File: src/snd_pkg.sv
// shared types and memory map of the sound bus fabric, referenced by scoped name from each module
`default_nettype none

package snd_pkg;

    typedef logic [15:0] snd_addr_t;   // sound CPU address
    typedef logic [7:0]  snd_data_t;
    typedef logic [16:0] rom_addr_t;   // {page[2:0], offset[13:0]}
    typedef logic [3:0]  bank_t;       // only bits 2:0 reach the ROM

    // one sound CPU access, held stable while req is high
    typedef struct packed {
        snd_addr_t addr;
        snd_data_t wdata;
        logic      wr;
    } snd_bus_req_t;

    typedef enum logic [2:0] {
        REGION_ROM,
        REGION_RAM,
        REGION_CHIP,
        REGION_LATCH,
        REGION_BANK,
        REGION_NONE
    } snd_region_t;

    typedef enum logic [1:0] {
        IDLE,
        ACCESS,
        ACK,
        RELEASE
    } bus_state_t;

    // each region runs from its base up to the next base minus one
    // ROM starts at 0000, so it ends just below RAM_BASE
    localparam snd_addr_t RAM_BASE      = 16'hc000;  // C000-DFFF
    localparam snd_addr_t CHIP_BASE     = 16'he000;  // E000-EFFF, FM and PCM window
    localparam snd_addr_t LATCH_BASE    = 16'hf000;  // F000-F7FF
    localparam snd_addr_t BANK_BASE     = 16'hf800;  // F800-FBFF
    localparam snd_addr_t UNMAPPED_BASE = 16'hfc00;  // FC00-FFFF

    localparam snd_data_t OPEN_BUS = 8'hff;  // chip window, bank and unmapped reads

endpackage

`default_nettype wire

File: src/snd_rom_port.sv
// program ROM port: latches the banked address on rom_start and holds rom_cs until rom_ok
`timescale 1ns/1ns
`default_nettype none

module snd_rom_port (
    input  logic               clk,
    input  logic               rst,
    input  logic               rom_start,
    input  logic [2:0]         rom_page,
    input  logic [13:0]        offset,
    output logic               rom_done,
    output snd_pkg::snd_data_t rom_q,
    output snd_pkg::rom_addr_t rom_addr,
    output logic               rom_cs,
    input  snd_pkg::snd_data_t rom_data,
    input  logic               rom_ok
);

    logic hit;   // ROM has answered the pending request

    assign hit = rom_cs && rom_ok;

    always_ff @(posedge clk or posedge rst) begin
        if (rst) begin
            rom_cs   <= 1'b0;
            rom_done <= 1'b0;
        end else begin
            rom_done <= hit;   // one cycle pulse
            if (rom_start) begin
                rom_cs <= 1'b1;
            end else if (hit) begin
                rom_cs <= 1'b0;
            end
        end
    end

    always_ff @(posedge clk) begin
        if (rom_start) begin
            rom_addr <= {rom_page, offset};
        end
        if (hit) begin
            rom_q <= rom_data;
        end
    end

endmodule

`default_nettype wire

File: config.mk
export PLATFORM = sky130hd
export DESIGN_NAME = snd_rom_port
export DESIGN_NICKNAME = d
export VERILOG_FILES = /design/src/snd_pkg.sv /design/src/snd_rom_port.sv
export SDC_FILE = /design/constraint.sdc
export NUM_CORES = 1
export LEC_CHECK = 0
export BUFFER_PORTS_ARGS = -buffer_cell sky130_fd_sc_hd__buf_2
export CAP_MARGIN = 20
export CELL_PAD_IN_SITES_DETAIL_PLACEMENT = 0
export CELL_PAD_IN_SITES_GLOBAL_PLACEMENT = 1
export CORE_MARGIN = 8
export CORE_UTILIZATION = 33
export CTS_BUF_LIST = sky130_fd_sc_hd__clkbuf_2 sky130_fd_sc_hd__clkbuf_4 sky130_fd_sc_hd__clkbuf_8
export DETAILED_ROUTE_END_ITERATION = 16
export GPL_ROUTABILITY_DRIVEN = 0
export HOLD_SLACK_MARGIN = 0.02
export PLACE_DENSITY_LB_ADDON = 0.1
export SLEW_MARGIN = 40
export SYNTH_ARGS = -nofsm -noshare
export SYNTH_HDL_FRONTEND = slang
export SYNTH_SLANG_ARGS = --single-unit
File: constraint.sdc
create_clock -name clk -period 1.2 [get_ports clk]
set_clock_uncertainty 0.2 [all_clocks]
set_input_delay 0.06 -clock clk [delete_from_list [all_inputs] [get_ports clk]]
set_output_delay 0.06 -clock clk [all_outputs]
set_load 0.1 [all_outputs]
# Word level (Yosys, flattened, before mapping)
# Cells that the tools add are included.
dict set report totals {
  mem_bits_rw 0
  reg_bits 27
  mem_bits_ro 0
  out_inout_bits 27
  latchBits 0
  elab_cells 8
  n_memories 0
  inputBits 29
}
dict set report op_classes {
  n_shift 0
  addsub 0
  n_mux 2
  n_mul 0
  n_lt_le_gt_ge 0
  div_mod_pow 0
  n_bitwise 0
  reduce_logical 2
  n_eq_ne 0
}
# op count
set ops {}
lappend ops {{2-to-1 mux 1 bit} 2}
lappend ops {{nonzero test 2 bit} 1}
lappend ops {{logical AND 1 bit} 1}

# Logic depth before layout (Yosys ltp)
dict set report depth {
  word_depth 3
  depth_mapped 2
}

# Worst setup path before layout
# No wires, ideal clock.
dict set report synth_timing {
  path_kind {register to register}
  from {reg rom_cs}
  to {reg rom_q[0], enable pin}
  n_path_buf 0
  t_required_ns 0.687
  slack_ns -0.609
  arrival_ns 1.296
  stages_incl_launch_ff 2
  synth_period_minus_slack_ns 1.809
  path_cell_list {dfrtp_1 and2_2}
}
dict set report synth_between {
  elab_chain_cells 1
}
# item line_no
set synth_rtl {}
lappend synth_rtl {{start: declaration} snd_rom_port.sv:14} ;# output logic rom_cs,
lappend synth_rtl {{start signal: assignment} snd_rom_port.sv:25} ;# rom_cs <= 1'b0;
lappend synth_rtl {{start signal: assignment} snd_rom_port.sv:30} ;# rom_cs <= 1'b1;
lappend synth_rtl {{start signal: assignment} snd_rom_port.sv:32} ;# rom_cs <= 1'b0;
lappend synth_rtl {{logical AND 1 bit} snd_rom_port.sv:21} ;# assign hit = rom_cs && rom_ok;
lappend synth_rtl {{net hit} snd_rom_port.sv:19} ;# logic hit;
lappend synth_rtl {{end signal: assignment} snd_rom_port.sv:42} ;# rom_q <= rom_data;
lappend synth_rtl {{end: declaration} snd_rom_port.sv:12} ;# output snd_pkg::snd_data_t rom_q,
# The timed path passes the listed nets, and every way through them passes these cells.
# A chain may end at the register's enable or synchronous reset.

# Final worst setup path
dict set report layout_timing {
  from {reg rom_cs}
  to {out rom_cs}
}
# No word-level cell between the ends.

==> results.json <==
{
  "cts_resized": 0,
  "critPathLaunchType": "flip-flop",
  "crit_type": "reg -> out",
  "h-tree-depth": 1,
  "layout_commonest_cell": "dlygate4sd3_1",
  "path_cells": "buf_12",
  "whs_path_depth": 2,
  "ff_latch_area_um2": 805,
  "worstReg2RegStart": "rom_cs$_DFFE_PP0P_",
  "grt_pass1_wl_um": 3390,
  "yosysTopAreaCell": "edfxtp_1",
  "cp_top_family": "flip-flops",
  "r2r_slack_ns": 0.03,
  "ir_drop_v": 0.00116,
  "routed_wirelength_um": 2120,
  "worstHoldStart": "offset[4]",
  "grt_pass1_vias": 682,
  "ys_ff_latch": 27,
  "drive_gt1_share_pct": 51.3,
  "area_growth_pct": 127,
  "path_buf_inv": 1,
  "relSlewSlack_pct": 75.6,
  "holdPathEnd": "rom_addr[4]$_DFFE_PP_",
  "drv_slew": 0,
  "tns_ns": -0.0644,
  "core_um2": 2410,
  "vias": 607,
  "rsz0062_at_grt": "true",
  "cts_made_buffers": 3,
  "fp.dieH_um": 66.0,
  "avgSynthCellArea_um2": 26.6,
  "crit_path_end_kind": "primary output",
  "final_cell_mix": "dlygate4sd3_1, buf_2, buf_12, edfxtp_1, clkbuf_4",
  "crit_path_max_fanout": 3,
  "status": "finished, violations left",
  "clkLatencyLatePin_ns": 0.30,
  "ys_types": 5,
  "grt_max_degree": 19,
  "worst_slack_ns": -0.0644,
  "routedWlPerCell_um": 14.3,
  "yosys_warnings": 0,
  "die_area_um2": 4350,
  "fill_cells": 130,
  "num-nets-final": 149,
  "max_stage_delay_ns": 0.52,
  "root_buffer": "clkbuf_4",
  "ys_seq_area_share_pct": 97.3,
  "ios": 56,
  "r2r-end": "rom_q[4]$_DFFE_PP_",
  "critPathArrivalTime_ns": 1.00,
  "synthTopCellsByArea": "edfxtp_1, dfrtp_1, a21o_1, and2_2, inv_1",
  "n_antenna_cell": 0,
  "cts_max_path_buffers": 2,
  "port_buffers": 55,
  "vias_per_cell": 4.07,
  "grt-ovfl-total": 0,
  "cp.required_ns": 0.94,
  "post-route-period-util_pct": 105,
  "die_x_um": 66.0,
  "drt_iter0_drc": 11,
  "syn_inst": 31,
  "max_cap_viol_count": 0,
  "cts.clk_slew.worst_paths_ns": 0.13,
  "antenna_found_initial": 0,
  "firstDrtPassIters": 2,
  "max_freq_mhz": 791,
  "worst_path_max_delay_cell": "dfrtp_4",
  "hp-class": "in -> reg",
  "start_util_pct": 34.2,
  "reg2regPathDepth": 1,
  "gr-usage-all-layers_pct": 10.3,
  "ant_nets": 0,
  "p_per_area_nw_per_um2": 1290,
  "cts_sinks": 27,
  "synthesis.nets": 60,
  "cp.depth": 1,
  "finish.instance_area_um2": 1870,
  "drc": 0,
  "hold_violations": 0,
  "row_count": 18,
  "violations": "negative setup slack",
  "setup_viol": 1,
  "placed_cell_area_um2": 1550,
  "cts_tree": "done",
  "cts_setup_buffers": 0,
  "fin_crit_ns": 1.26,
  "p_leak_nw": 0.789,
  "multiInputGateArea_um2": 16.3,
  "yosysTopAreaCellShare_pct": 91.2,
  "tightest_slew_ns": 0.366,
  "syn-cell-area_um2": 823
}
worst max path at each step:
stage                            start                 end  slack, ns
finish              rom_cs$_DFFE_PP0P_              rom_cs      -0.06
floorplan           rom_cs$_DFFE_PP0P_  rom_q[0]$_DFFE_PP_      -0.15
global route        rom_cs$_DFFE_PP0P_              rom_cs      -0.10
detailed placement  rom_cs$_DFFE_PP0P_  rom_q[2]$_DFFE_PP_       0.06
CTS                 rom_cs$_DFFE_PP0P_              rom_cs      -0.08
global placement    rom_cs$_DFFE_PP0P_  rom_q[2]$_DFFE_PP_       0.07
final cells by class:
type,count,area share [%]
sequential,27,43.1
multi-input combinational,2,0.871
timing repair buffer,84,52.0
inverter,2,0.402
tap,30,2.01
clock buffer,4,1.61
sequential cells by signal, indices dropped and copies added, names as in the netlist:
signal and flops:
rom_addr 17, rom_done 1, rom_cs 1, rom_q 8
Yosys cell counts:
library cell,count
edfxtp_1,25
a21o_1,1
dfrtp_1,2
inv_1,2
and2_2,1
timing repair:
action / 4_1_cts / 5_1_grt
pin swaps: 0 / 0
hold buffers: 29 / 0
endpoints found under the setup margin: 19 / 26
endpoints found under the hold margin: 54 / 0
report_power, final:
group	total (W)	internal [W]	switching [W]	leakage, nW
Clock	0.000377	0.000152	0.000225	0.0184
Combinational	0.000877	0.000335	0.000542	0.506
Sequential	0.00116	0.00111	0.0000529	0.265
Total	0.00241	0.00159	0.000820	0.789
metal layers:
metal | wire length [um] | vias up | share of wire, % | global-route usage [%]
met5 | 0 | - | 0 | 0
met4 | 24 | 0 | 1.1 | 3.47
met3 | 279 | 2 | 13 | 5.93
met2 | 1180 | 35 | 56 | 18.9
met1 | 636 | 275 | 30 | 9.17
li1 | - | 295 | - | -
cell families after synthesis:
| group | after synthesis | synth area share, % |
|---|---|---|
| simple gates | 1 | 0.912 |
| buf+inv | 2 | 0.912 |
| flops | 27 | 97.3 |
| compound gates | 1 | 0.912 |
metrics by stage:
stage	utilization, %	total power [W]	worst slack, ns	hold slack [ns]	cells
after floorplan	-	0.00163	-0.148	-0.399	31
after global placement	64.2	0.00198	0.0702	-0.289	116
after detailed placement	64.2	0.00199	0.0587	-0.281	116
after CTS	77.5	0.00244	-0.0775	0.240	149
after global routing	77.5	0.00250	-0.101	0.244	149
final	77.5	0.00241	-0.0644	0.259	149
(Power assumes the default switching activity.)
