## config.mk

```make
export PLATFORM = sky130hd
export DESIGN_NAME = snd_latch_pair
export DESIGN_NICKNAME = d
export VERILOG_FILES = /design/src/snd_pkg.sv /design/src/snd_latch_pair.sv
export SDC_FILE = /design/constraint.sdc
export NUM_CORES = 1
export LEC_CHECK = 0
export BUFFER_PORTS_ARGS = -buffer_cell sky130_fd_sc_hd__buf_2
export CORE_MARGIN = 1
export CORE_UTILIZATION = 30
export DETAILED_ROUTE_END_ITERATION = 16
export REMOVE_ABC_BUFFERS = 1
export SKIP_LAST_GASP = 1
export SLEW_MARGIN = 25
export SYNTH_ARGS = -nofsm -noshare
export SYNTH_HDL_FRONTEND = slang
export SYNTH_SLANG_ARGS = --single-unit
```

## constraint.sdc

```tcl
create_clock -name clk -period 2.4 [get_ports clk]
set_input_delay 0.48 -clock clk [delete_from_list [all_inputs] [get_ports clk]]
set_output_delay 0.48 -clock clk [all_outputs]
set_load 0.005 [all_outputs]
```

## src/snd_pkg.sv

```systemverilog
// shared types and memory map of the sound bus fabric, referenced by scoped name from each module
`default_nettype none

package snd_pkg;

    typedef logic [15:0] snd_addr_t;   // sound CPU address
    typedef logic [7:0]  snd_data_t;
    typedef logic [16:0] rom_addr_t;   // {page[2:0], offset[13:0]}
    typedef logic [3:0]  bank_t;       // only bits 2:0 reach the ROM

    // one sound CPU access, held stable while req is high
    typedef struct packed {
        snd_addr_t addr;
        snd_data_t wdata;
        logic      wr;
    } snd_bus_req_t;

    typedef enum logic [2:0] {
        REGION_ROM,
        REGION_RAM,
        REGION_CHIP,
        REGION_LATCH,
        REGION_BANK,
        REGION_NONE
    } snd_region_t;

    typedef enum logic [1:0] {
        IDLE,
        ACCESS,
        ACK,
        RELEASE
    } bus_state_t;

    // each region runs from its base up to the next base minus one
    // ROM starts at 0000, so it ends just below RAM_BASE
    localparam snd_addr_t RAM_BASE      = 16'hc000;  // C000-DFFF
    localparam snd_addr_t CHIP_BASE     = 16'he000;  // E000-EFFF, FM and PCM window
    localparam snd_addr_t LATCH_BASE    = 16'hf000;  // F000-F7FF
    localparam snd_addr_t BANK_BASE     = 16'hf800;  // F800-FBFF
    localparam snd_addr_t UNMAPPED_BASE = 16'hfc00;  // FC00-FFFF

    localparam snd_data_t OPEN_BUS = 8'hff;  // chip window, bank and unmapped reads

endpackage

`default_nettype wire

```

## src/snd_latch_pair.sv

```systemverilog
// command and reply latches between main and sound CPU, with the sound interrupt on command 0
`timescale 1ns/1ns
`default_nettype none

module snd_latch_pair (
    input  logic               clk,
    input  logic               rst,
    input  logic [1:0]         main_addr,
    input  snd_pkg::snd_data_t main_dout,
    input  logic               main_we,
    output snd_pkg::snd_data_t pair_dout,
    input  logic [1:0]         latch_sel,
    input  snd_pkg::snd_data_t wdata,
    input  logic               latch_we,
    input  logic               latch_rd,
    output snd_pkg::snd_data_t latch_q,
    output logic               int_n
);

    snd_pkg::snd_data_t cmd   [2];   // main to sound
    snd_pkg::snd_data_t reply [2];   // sound to main
    logic               pending;
    logic               cmd0_wr;
    logic               cmd0_rd;

    assign cmd0_wr = main_we && (main_addr == 2'd0);
    assign cmd0_rd = latch_rd && (latch_sel == 2'd0);

    always_ff @(posedge clk or posedge rst) begin
        if (rst) begin
            cmd[0]   <= '0;
            cmd[1]   <= '0;
            reply[0] <= '0;
            reply[1] <= '0;
            pending  <= 1'b0;
        end else begin
            if (main_we && !main_addr[1]) begin
                cmd[main_addr[0]] <= main_dout;
            end
            if (latch_we && latch_sel[1]) begin
                reply[latch_sel[0]] <= wdata;
            end
            // a new command wins over an acknowledge in the same cycle
            if (cmd0_wr) begin
                pending <= 1'b1;
            end else if (cmd0_rd) begin
                pending <= 1'b0;
            end
        end
    end

    assign int_n = !pending;

    // sound side reads back its own replies at 2 and 3
    assign latch_q = latch_sel[1] ? reply[latch_sel[0]] : cmd[latch_sel[0]];

    assign pair_dout = main_addr[1] ? reply[main_addr[0]] : 8'h00;

endmodule

`default_nettype wire

```

# Word level (Yosys, flattened, before mapping)
# Cells that the tools add are included.
# Widths: inputs -> output; s select.
[totals]
regBits = 33
in_bits = 25
output_inout_bits = 17
word_cells = 41
[op_classes]
magnitude_cmp = 4
n_mux = 19
n_bitwise = 2
n_reduce_logical = 11
[op_table]
columns = ["cell", "count"]
rows = [
  ["$mux 8", 13],
  ["$bwmux 16", 2],
  ["$demux 8 s1", 2],
  ["$logic_and 1x1->1", 6],
  ["$ge 2x2->1 const B", 2],
  ["$logic_not 2->1", 2],
  ["$lt 2x1->1 const B", 2],
  ["$not 1->2", 2],
  ["$logic_not 1->1", 2],
  ["$mux 1", 2],
  ["$reduce_bool 2->1", 1],
]

# Depth between registers and ports, before layout
[depth]
word_depth = 6
mapped_depth = 3
depth_no_buf = 2

# Worst setup path before layout
# Ideal clock, no wire load.
[synth_path]
path_type = "input -> output"
from = "in latch_sel[0]"
to = "out latch_q[2]"
arrival_time_ps = 1227
required_ps = 1920
path_slack_ps = 693
stages = 2
path_buffers = 1
cell_sequence = "buf_2 mux4_2"
[synth_between]
elab_chain_len = 5
[synth_rtl]
columns = ["item", "line", "rtl"]
rows = [
  ["start, declared", "snd_latch_pair.sv:12", "input logic [1:0] latch_sel,"],
  ["$not 1->2 (not written as such) *", "snd_latch_pair.sv:55", "assign latch_q = latch_sel[1] ? reply[latch_sel[0]] : cmd[latch_sel[0]];"],
  ["$mux 8 (not written as such) (3 in a row)", "snd_latch_pair.sv:55", ""],
  ["$mux 8 *", "snd_latch_pair.sv:55", ""],
  ["end, declared", "snd_latch_pair.sv:16", "output snd_pkg::snd_data_t latch_q,"],
]
# Every way passes the cells marked *; elsewhere a longest branch is shown, timed or not. The select of a mux whose other input is x is not followed.

# Worst setup path after layout
[layout_path]
from = "in latch_sel[1]"
to = "out latch_q[1]"
[layout_between]
elab_chain_len = 1
[layout_rtl]
columns = ["item", "line"]
rows = [
  ["$mux 8", "snd_latch_pair.sv:55"],
]
# Every way passes these cells.

==> impl_metrics.toml <==
[setup_path]
worstPathCellList = "buf_2 -> mux4_2 -> buf_2"
worstSetupEndpointType = "primary output"
startpoint_type = "input port"
r2r-end = "reply[3]"
cp_data_required_time_ns = 1.92
crit_end = "latch_q[1]"
path_common_cell = "buf_2"
r2r_cells = 1
cp_max_fo = 11
startpoint = "latch_sel[1]"
cpMaxStageDelayCell = "mux4_2"
reg2reg_from = "reply[3]"
critPathMaxStageDelay_ns = 0.56
r2r_setup_slack_ns = 1.63
setup.worst_path.class = "in2out"
cp_data_arrival_time_ns = 1.49

[routing]
drt_wl_total_mm = 3.49
drt-initial-drc-count = 29
detail-route-antenna-nets = 0
vias = 1018
wl_per_cell_um = 16.1
via_per_inst = 4.69
first_pass_iters = 4
route.detailed.drc = 0

[clock_network]
cts_tree = "done"
htree_levels = 2
cts_resized = 0
path_clk_slew_ns = 0.07
clock_sinks = 33
worstSkewPairLatency_ns = 0.28
cts_max_path_buffers = 2
post_cts_buffers = 0
cts_hold_buf = 0
cts_root_buf = "clkbuf_8"
cts_buffers = 5

[floorplanning]
initial_utilization_pct = 31.3
die_h_um = 75.0
coreArea_um2 = 5110
rows = 26
io-pin-count = 42
fp.dieW_um = 75.0
dieArea_um2 = 5630

[job]
max_cap_violations = 0

[synth]
synth_xor_xnor_area_share_pct = 0
synth_mux_area_share_pct = 38.8
synth-simple-area-share_pct = 6.81
synth_cells = 101
synth_seq_cells = 33
synth.distinct_cells = 14
synth_seq_area_share_pct = 51.6
synth_compound_area_share_pct = 0.469
synth_top_family_by_area = "multiplexers"
synth_area_per_cell_um2 = 15.8
synth_warnings = 0
syn_area_um2 = 1600
synth_adder_area_share_pct = 0

[power]
intPower_w = 0.00106
seqPwrFrac_pct = 50.2
ir_drop_v = 0.000203
power_leakage_nw = 0.893
p_per_area_nw_per_um2 = 738
p_sw_w = 0.000380
clkPwrFrac_pct = 27.7
swShare_pct = 26.4
pwr-share-comb_pct = 22.1
power_w = 0.00144

[place]
numPortBuffers = 41
gp_congestion = 0.687

[timing]
slew_violations = 0
setup_viol = 0
setup-tns-final_ns = 0
fin_crit_ns = 1.97
rsz0062_at_grt = "no"
fin_skew_ns = 0
finalCritPeriodShare_pct = 81.9
slew-limit-headroom_pct = 62.6
hold_viol = 0
fmax_ghz = 0.509
worstMarginPinSlew_ns = 0.560

[grt]
overflow = 0
grt_pass1_vias = 1082
antenna_found_initial = 0
track_usage_pct = 13.6
grt_first_pass_wirelength_mm = 5.32
grt_start_max_net_pins = 34

[run_status]
status = "complete, no violations"

[cells_and_area]
layout_common_cells = "41 x buf_2, 33 x dfrtp_1, 32 x mux2_2"
layout-drive-gt1-share_pct = 63.3
nets = 171
syn_to_final_growth_pct = 22.1
final_common_cell = "buf_2"
insertedDiodeCount = 0

[worst_hold_path]
min-delay-path-class = "in2async"
stage by stage:
stage               area, um^2  instances  utilization [%]  hold slack, ns  worst slack [ns]
floorplan                 1570         97                -           0.474             0.962
global placement          1870        209             36.6           0.483             0.439
detailed placement        1870        209             36.6           0.492             0.428
CTS                       1950        217             38.2           0.278             0.428
global route              1950        217             38.2           0.318             0.393
finish                    1950        217             38.2           0.273             0.435
critical path, delay by kind of cell:
family	cells	cell delay (ns)
buffers and inverters	2	0.44
multiplexers	1	0.56
power by group through the flow:
stage | logic [W] | registers [W] | clock network (W)
finish | 0.000319 | 0.000724 | 0.000399
global placement | 0.000313 | 0.000724 | 0
floorplan | 0.000208 | 0.000711 | 0
global route | 0.000354 | 0.000736 | 0.000434
CTS | 0.000325 | 0.000723 | 0.000408
detailed placement | 0.000325 | 0.000734 | 0
synthesized netlist by cell type:
| master | count | area share, % |
|---|---|---|
| buf_2 | 2 | 0.63 |
| buf_4 | 1 | 0.47 |
| buf_6 | 1 | 0.70 |
| dfrtp_1 | 33 | 52 |
| inv_1 | 2 | 0.47 |
| mux2_2 | 32 | 23 |
| mux2i_1 | 8 | 5.0 |
| mux4_2 | 8 | 11 |
| nand3_2 | 1 | 0.63 |
| nand3b_2 | 2 | 1.4 |
| nor2b_1 | 8 | 3.1 |
| nor3b_1 | 1 | 0.47 |
| nor3b_4 | 1 | 1.2 |
| o21bai_1 | 1 | 0.47 |
how the worst min path moves through the flow:
| stage | startpoint | end | slack, ns | cells after the start |
|---|---|---|---|---|
| global route | rst | reply[5] | 0.32 | 3 |
| floorplan | cmd[0] | cmd[0] | 0.47 | 1 |
| finish | rst | reply[5] | 0.27 | 3 |
| detailed placement | cmd[1] | cmd[1] | 0.49 | 1 |
| global placement | cmd[5] | cmd[5] | 0.48 | 1 |
| CTS | rst | reply[5] | 0.28 | 3 |
layout make-up:
type / count / area (um^2)
Clock buffer: 6 / 72.6
Clock inverter: 2 / 10.0
Inverter: 2 / 7.51
Tap cell: 70 / 87.6
Multi-Input combinational cell: 62 / 737
Sequential cell: 33 / 826
Fill cell: 519 / 3150
Timing Repair Buffer: 42 / 213
state kept, by name, indices dropped and copies added (netlist names):
name and cells:
cmd 16, pending 1, reply 16
layer usage:
metal  routed length, um  GRT usage [%]
met5                   0              0
met4                  58           5.03
met3                 179           4.28
met2                1900           24.2
met1                1360           15.2
cell families after synthesis:
| group | Yosys count |
|---|---|
| and+or+nand+nor | 13 |
| buffers and inverters | 6 |
| AOI/OAI and AO/OA | 1 |
| DFF | 33 |
| muxes | 48 |
(Power assumes the default switching activity.)
