### config.mk
export PLATFORM = sky130hd
export DESIGN_NAME = snd_bus_ctrl
export DESIGN_NICKNAME = d
export VERILOG_FILES = /design/src/snd_pkg.sv /design/src/snd_bus_ctrl.sv
export SDC_FILE = /design/constraint.sdc
export NUM_CORES = 1
export LEC_CHECK = 0
export BUFFER_PORTS_ARGS = -buffer_cell sky130_fd_sc_hd__clkbuf_2
export CORE_ASPECT_RATIO = 1.75
export CORE_MARGIN = 4
export CORE_UTILIZATION = 46
export CTS_BUF_LIST = sky130_fd_sc_hd__clkbuf_16
export DETAILED_ROUTE_END_ITERATION = 8
export GPL_TIMING_DRIVEN = 0
export PLACE_DENSITY = 0.87
export SYNTH_ARGS = -nofsm -noshare
export SYNTH_HDL_FRONTEND = slang
export SYNTH_SLANG_ARGS = --single-unit
export TNS_END_PERCENT = 100
### constraint.sdc
create_clock -name clk -period 3.58 [get_ports clk]
set_clock_uncertainty 0.05 [all_clocks]
set_input_delay 0.358 -clock clk [delete_from_list [all_inputs] [get_ports clk]]
set_output_delay 0.358 -clock clk [all_outputs]
set_load 0.05 [all_outputs]
### src/snd_pkg.sv
// shared types and memory map of the sound bus fabric, referenced by scoped name from each module
`default_nettype none

package snd_pkg;

    typedef logic [15:0] snd_addr_t;   // sound CPU address
    typedef logic [7:0]  snd_data_t;
    typedef logic [16:0] rom_addr_t;   // {page[2:0], offset[13:0]}
    typedef logic [3:0]  bank_t;       // only bits 2:0 reach the ROM

    // one sound CPU access, held stable while req is high
    typedef struct packed {
        snd_addr_t addr;
        snd_data_t wdata;
        logic      wr;
    } snd_bus_req_t;

    typedef enum logic [2:0] {
        REGION_ROM,
        REGION_RAM,
        REGION_CHIP,
        REGION_LATCH,
        REGION_BANK,
        REGION_NONE
    } snd_region_t;

    typedef enum logic [1:0] {
        IDLE,
        ACCESS,
        ACK,
        RELEASE
    } bus_state_t;

    // each region runs from its base up to the next base minus one
    // ROM starts at 0000, so it ends just below RAM_BASE
    localparam snd_addr_t RAM_BASE      = 16'hc000;  // C000-DFFF
    localparam snd_addr_t CHIP_BASE     = 16'he000;  // E000-EFFF, FM and PCM window
    localparam snd_addr_t LATCH_BASE    = 16'hf000;  // F000-F7FF
    localparam snd_addr_t BANK_BASE     = 16'hf800;  // F800-FBFF
    localparam snd_addr_t UNMAPPED_BASE = 16'hfc00;  // FC00-FFFF

    localparam snd_data_t OPEN_BUS = 8'hff;  // chip window, bank and unmapped reads

endpackage

`default_nettype wire

### src/snd_bus_ctrl.sv
// sound bus control: decodes the memory map, runs the req/ack handshake and owns the bank register
`timescale 1ns/1ns
`default_nettype none

module snd_bus_ctrl (
    input  logic                  clk,
    input  logic                  rst,
    input  logic                  req,
    input  snd_pkg::snd_bus_req_t sbus,
    output logic                  ack,
    output snd_pkg::snd_data_t    rdata,
    output logic                  rom_start,
    output logic [2:0]            rom_page,
    input  logic                  rom_done,
    input  snd_pkg::snd_data_t    rom_q,
    output logic                  ram_we,
    input  snd_pkg::snd_data_t    ram_rdata,
    output logic [1:0]            latch_sel,
    output logic                  latch_we,
    output logic                  latch_rd,
    input  snd_pkg::snd_data_t    latch_q,
    output logic                  nmi_clr
);

    snd_pkg::bus_state_t  state;
    snd_pkg::snd_region_t region;   // decoded when the request is accepted
    snd_pkg::bank_t       bank;
    logic                 wr_q;     // access direction, kept past the fall of req
    logic                 rom_rd;
    logic                 data_ready;

    function automatic snd_pkg::snd_region_t decode(input snd_pkg::snd_addr_t a);
        if (a < snd_pkg::RAM_BASE) begin
            return snd_pkg::REGION_ROM;
        end else if (a < snd_pkg::CHIP_BASE) begin
            return snd_pkg::REGION_RAM;
        end else if (a < snd_pkg::LATCH_BASE) begin
            return snd_pkg::REGION_CHIP;
        end else if (a < snd_pkg::BANK_BASE) begin
            return snd_pkg::REGION_LATCH;
        end else if (a < snd_pkg::UNMAPPED_BASE) begin
            return snd_pkg::REGION_BANK;
        end
        return snd_pkg::REGION_NONE;
    endfunction

    assign rom_rd     = (region == snd_pkg::REGION_ROM) && !wr_q;
    assign data_ready = !rom_rd || rom_done;   // ROM reads wait for the port

    // lower 32kB is fixed, pages 0 and 1; the upper window follows the bank
    assign rom_page = sbus.addr[15] ? bank[2:0] : {2'b00, sbus.addr[14]};

    // strobes come out of the ACCESS cycle
    assign rom_start = (state == snd_pkg::ACCESS) && rom_rd;
    assign ram_we    = (state == snd_pkg::ACCESS) && (region == snd_pkg::REGION_RAM) && wr_q;
    assign latch_we  = (state == snd_pkg::ACCESS) && (region == snd_pkg::REGION_LATCH) && wr_q;

    // read side effect of the latch lands once the master has let go of req
    assign latch_rd = (state == snd_pkg::RELEASE) && !req &&
                      (region == snd_pkg::REGION_LATCH) && !wr_q;

    always_ff @(posedge clk or posedge rst) begin
        if (rst) begin
            state     <= snd_pkg::IDLE;
            region    <= snd_pkg::REGION_NONE;
            wr_q      <= 1'b0;
            latch_sel <= 2'd0;
            ack       <= 1'b0;
            bank      <= '0;
            nmi_clr   <= 1'b0;
        end else begin
            case (state)
                snd_pkg::IDLE: begin
                    if (req) begin
                        region    <= decode(sbus.addr);
                        wr_q      <= sbus.wr;
                        latch_sel <= sbus.addr[1:0];
                        state     <= snd_pkg::ACCESS;
                    end
                end
                snd_pkg::ACCESS: begin
                    if (region == snd_pkg::REGION_BANK && wr_q) begin
                        {nmi_clr, bank} <= sbus.wdata[4:0];  // bit 4 holds the NMI clear
                    end
                    state <= snd_pkg::ACK;
                end
                snd_pkg::ACK: begin
                    if (data_ready) begin
                        ack   <= 1'b1;
                        state <= snd_pkg::RELEASE;
                    end
                end
                snd_pkg::RELEASE: begin
                    if (!req) begin
                        ack   <= 1'b0;
                        state <= snd_pkg::IDLE;
                    end
                end
                default: state <= snd_pkg::IDLE;
            endcase
        end
    end

    // read data is sampled together with the rise of ack
    always_ff @(posedge clk) begin
        if (state == snd_pkg::ACK && data_ready) begin
            case (region)
                snd_pkg::REGION_ROM:   rdata <= rom_q;
                snd_pkg::REGION_RAM:   rdata <= ram_rdata;
                snd_pkg::REGION_LATCH: rdata <= latch_q;
                default:               rdata <= snd_pkg::OPEN_BUS;
            endcase
        end
    end

endmodule

`default_nettype wire

# After elaboration in Yosys (flattened, before gate mapping)
# Index checks and enable logic that the tools add are counted.
[totals] out_inout_bits=19 regBits=21
[op_classes] n_lt_le_gt_ge=5 reduce_logical=22 mux=22 n_eq_ne=9
[op_table] cell="$lt A16 B16 Y1 const B" n=5
[op_table] cell="$pmux W8 S3" n=1
[op_table] cell="$mux W3" n=7
[op_table] cell="$logic_and A1 B1 Y1" n=11
[op_table] cell="$mux W1" n=9
[op_table] cell="$pmux W2 S4" n=1
[op_table] cell="$mux W2" n=3
[op_table] cell="$ne A2 B2 Y1 const B" n=3
[op_table] cell="$reduce_and A3 Y1" n=2
[op_table] cell="$eq A2 B2 Y1 const B" n=2
[op_table] cell="$reduce_and A2 Y1" n=2
[op_table] cell="$eq A3 B1 Y1 const B" n=1
[op_table] cell="$eq A3 B2 Y1 const B" n=1
[op_table] cell="$eq A3 B3 Y1 const B" n=1
[op_table] cell="$logic_not A1 Y1" n=3
[op_table] cell="$logic_not A3 Y1" n=1
[op_table] cell="$eq A2 B1 Y1 const B" n=1
[op_table] cell="$logic_not A2 Y1" n=1
[op_table] cell="$pmux W1 S2" n=1
[op_table] cell="$reduce_bool A2 Y1" n=1
[op_table] cell="$logic_or A1 B1 Y1" n=1

# Logic depth before layout (Yosys ltp)
[depth] ltp_word=9 depth_mapped=5

# Least setup slack after synthesis
# OpenSTA, ideal clock, no wires.
[synth_path] kind="reg-to-output" from="reg region[0]" to="out latch_rd" setup_slack_ns=0.810 t_required_ns=3.172 path_stages_with_launch=4 path_buffers=1 t_arrival_ns=2.362 path_cell_list="dfstp_2 > clkbuf_1 > nand2_1 > nor4_1"
[synth_between] elab_chain_len=3
[synth_lines] item="from (decl)" line="snd_bus_ctrl.sv:26" source="snd_pkg::snd_region_t region;"
[synth_lines] item="from (signal assigned)" line="snd_bus_ctrl.sv:65" source="region <= snd_pkg::REGION_NONE;"
[synth_lines] item="from (signal assigned)" line="snd_bus_ctrl.sv:75" source="region <= decode(sbus.addr);"
[synth_lines] item="$eq A3 B2 Y1" line="snd_bus_ctrl.sv:60" source="(region == snd_pkg::REGION_LATCH) && !wr_q;"
[synth_lines] item="$logic_and A1 B1 Y1" line="snd_bus_ctrl.sv:59" source="assign latch_rd = (state == snd_pkg::RELEASE) && !req &&"
[synth_lines] item="$logic_and A1 B1 Y1" line="snd_bus_ctrl.sv:60"
[synth_lines] item="to (decl)" line="snd_bus_ctrl.sv:20" source="output logic latch_rd,"
# No other way between the ends.

# Final worst setup path
# Ends and elaborated chain as after synthesis.

==> impl_metrics.tcl <==
set metrics [dict create \
    peakVddDrop_mv 0.553 \
    synth_nets 161 \
    vias 1026 \
    setup_viol 0 \
    postCtsHoldBufs 0 \
    fillers 201 \
    grt_use_total_pct 18.1 \
    max_freq_ghz 0.435 \
    finalHoldViolCount 0 \
    post_cts_buffers 0 \
    min_path_type "in -> async" \
    drive_above_1_share_pct 49.4 \
    post-route-period-util_pct 64.3 \
    worstPathMaxFanout 10 \
    dpl.hpwl_um 2460 \
    routed_wl_um 2940 \
    overflow 0 \
    synthCells 103 \
    die_x_um 46.7 \
    grt_pass1_wl_um 4570 \
    first_pass_iters 4 \
    multi_input_area_um2 591 \
    wire_per_inst_um 15.3 \
    cts_resized 0 \
    p_per_area_nw_per_um2 889 \
    netlist-cell-type-count 30 \
    die_height_um 75.7 \
    htree_levels 1 \
    die-area_um2 3540 \
    fp-row-count 24 \
    netlist_area_um2 1210 \
    fin_hold_ws_ns 0.0507 \
    post-route-min-period_ns 2.30 \
    clk_pin_slew_worst_paths_ns 0.06 \
    gp_congestion 0.744 \
    drt-vias-per-instance 5.34 \
    path_class "reg -> out" \
    initial_core_util_pct 48.4 \
    setup.worst_path.start_class "flop" \
    syn_avg_cell_area_um2 11.7 \
    ff_latch_area_um2 568 \
    maxSlewViolCount 0 \
    clk_path_buf_depth 2 \
    root_buffer "clkbuf_16" \
    core_area_um2 2490 \
    drv_cap 0 \
    grt_max_degree 14 \
    required_ns 3.17 \
    clk_latency_ns 0.25 \
    drc 0 \
    tightest_slew_ns 0.622 \
    drt_iter0_markers 30 \
    yosysWarningCount 0 \
    endpoint_kind "output port" \
    ys_seq_area_share_pct 47.1 \
    ys_ff_latch 21 \
    drtAntennaViolNets 0 \
    io_pins 72 \
    max_slew_margin_pct 58.4 \
    port_buffers 59 \
    clkSinkCount 21 \
    nets 225 \
    status "finished clean" \
    antenna_found_initial 0 \
    area_growth_pct 33.7 \
    arrival_ns 1.89 \
    rsz0062_at_grt "no" \
    numCtsBuffers 3 \
    grt_pass1_vias 1125 \
    cts_tree "yes" \
    leakagePower_nw 0.777 \
    diodes 0 \
    fin_tns_setup_ns 0 \
]
## cells in the final DEF (no fill, tap or decap), types with 2 or more instances in the layout
cell / instances
inv_1: 7
o21ai_0: 2
a2bb2oi_1: 8
clkbuf_16: 3
mux2_2: 9
clkbuf_1: 2
and2_1: 2
nand4_1: 4
buf_2: 2
nand2b_1: 2
and2_2: 2
dfrtp_1: 11
edfxtp_1: 8
clkbuf_2: 59
nand2_1: 5
ha_1: 5
dfstp_2: 2
nor2_1: 4
or2_1: 9
mux2i_1: 8
## routing by layer
metal,vias up,part of all wire [%],track usage [%]
met5,-,0,0
met4,0,1.5,7.38
met3,6,6.7,2.36
met2,45,60,36.7
met1,473,32,16.9
li1,502,-,-
## cell usage after synthesis (all sizes together)
master / instances / area share [%]
edfxtp: 8 / 20
nand4b: 1 / 0.73
a21o: 1 / 0.62
or2: 9 / 4.7
nand3: 1 / 0.41
nand2b: 2 / 1.0
ha: 5 / 5.2
a31oi: 1 / 1.0
dfrtp: 11 / 23
o311ai: 1 / 0.73
nor2: 4 / 1.2
inv: 6 / 1.9
clkbuf: 2 / 0.62
dfstp: 2 / 4.4
nand2: 5 / 1.6
mux2: 10 / 9.6
nand4: 4 / 2.1
a2bb2oi: 8 / 5.8
a211oi: 1 / 0.62
buf: 3 / 1.5
o32a: 1 / 0.93
nor4: 2 / 2.3
and2: 4 / 2.3
o21ai: 2 / 0.83
mux2i: 8 / 6.6
a21boi: 1 / 0.62
## flip-flops by register name, summed over array words and instances (netlist names)
register   cells
wr_q           1
state          2
bank           3
rdata          8
latch_sel      2
nmi_clr        1
region         3
ack            1
## through the flow
stage	area, µm²	worst slack (ns)	std cells	util [%]	power, mW
after floorplan	1210	0.810	103	-	1.03
after global placement	1530	1.57	188	61.5	1.17
after detailed placement	1530	1.55	188	61.5	1.21
after CTS	1610	1.27	192	64.7	1.45
after global routing	1610	1.16	192	64.7	1.52
final	1610	1.28	192	64.7	1.43
## cells by family after synthesis
kind of cell,Yosys count,synth area share (%)
multiplexers,18,16.3
AND/OR/NAND/NOR,32,16.3
adder cells (fa/ha/maj),5,5.19
flip-flops,21,47.1
AO/OA/AOI/OAI,16,11.2
buffers and inverters,11,3.94
## final cells by class
type	count	share of cell area, %
buffer	5	1.55
clock buffer	3	4.65
clock inverter	1	0.233
inverter	6	1.40
multi-input combinational	71	36.6
sequential	21	35.2
tap	26	2.02
timing repair buffer	59	18.3
## power by group
part / switching [mW] / internal [mW] / leakage, nW
registers: 0.0621 / 0.376 / 0.224
logic: 0.484 / 0.278 / 0.510
clock network: 0.0853 / 0.149 / 0.0423
total: 0.631 / 0.802 / 0.777
## worst max-delay path, cell delays in order, from the launching register on
cell and delay (ns):
dfstp_2 0.58, clkbuf_1 0.37, nand2_1 0.09, nor4_1 0.26, clkbuf_2 0.34
## worst paths after layout
path | depth (start not counted) | from | slack (ns) | endpoint
max in group asynchronous | 2 | rst | 3.07 | region[0]
worst min register to register | 1 | bank[2] | 0.45 | bank[2]
worst min-delay path | 2 | rst | 0.05 | ack
min in group clk | 2 | sbus[3] | 0.28 | bank[2]
worst max-delay path | 4 | region[0] | 1.28 | latch_rd
worst max register to register | 4 | state[0] | 1.78 | rdata[1]
(Power assumes the default switching activity.)
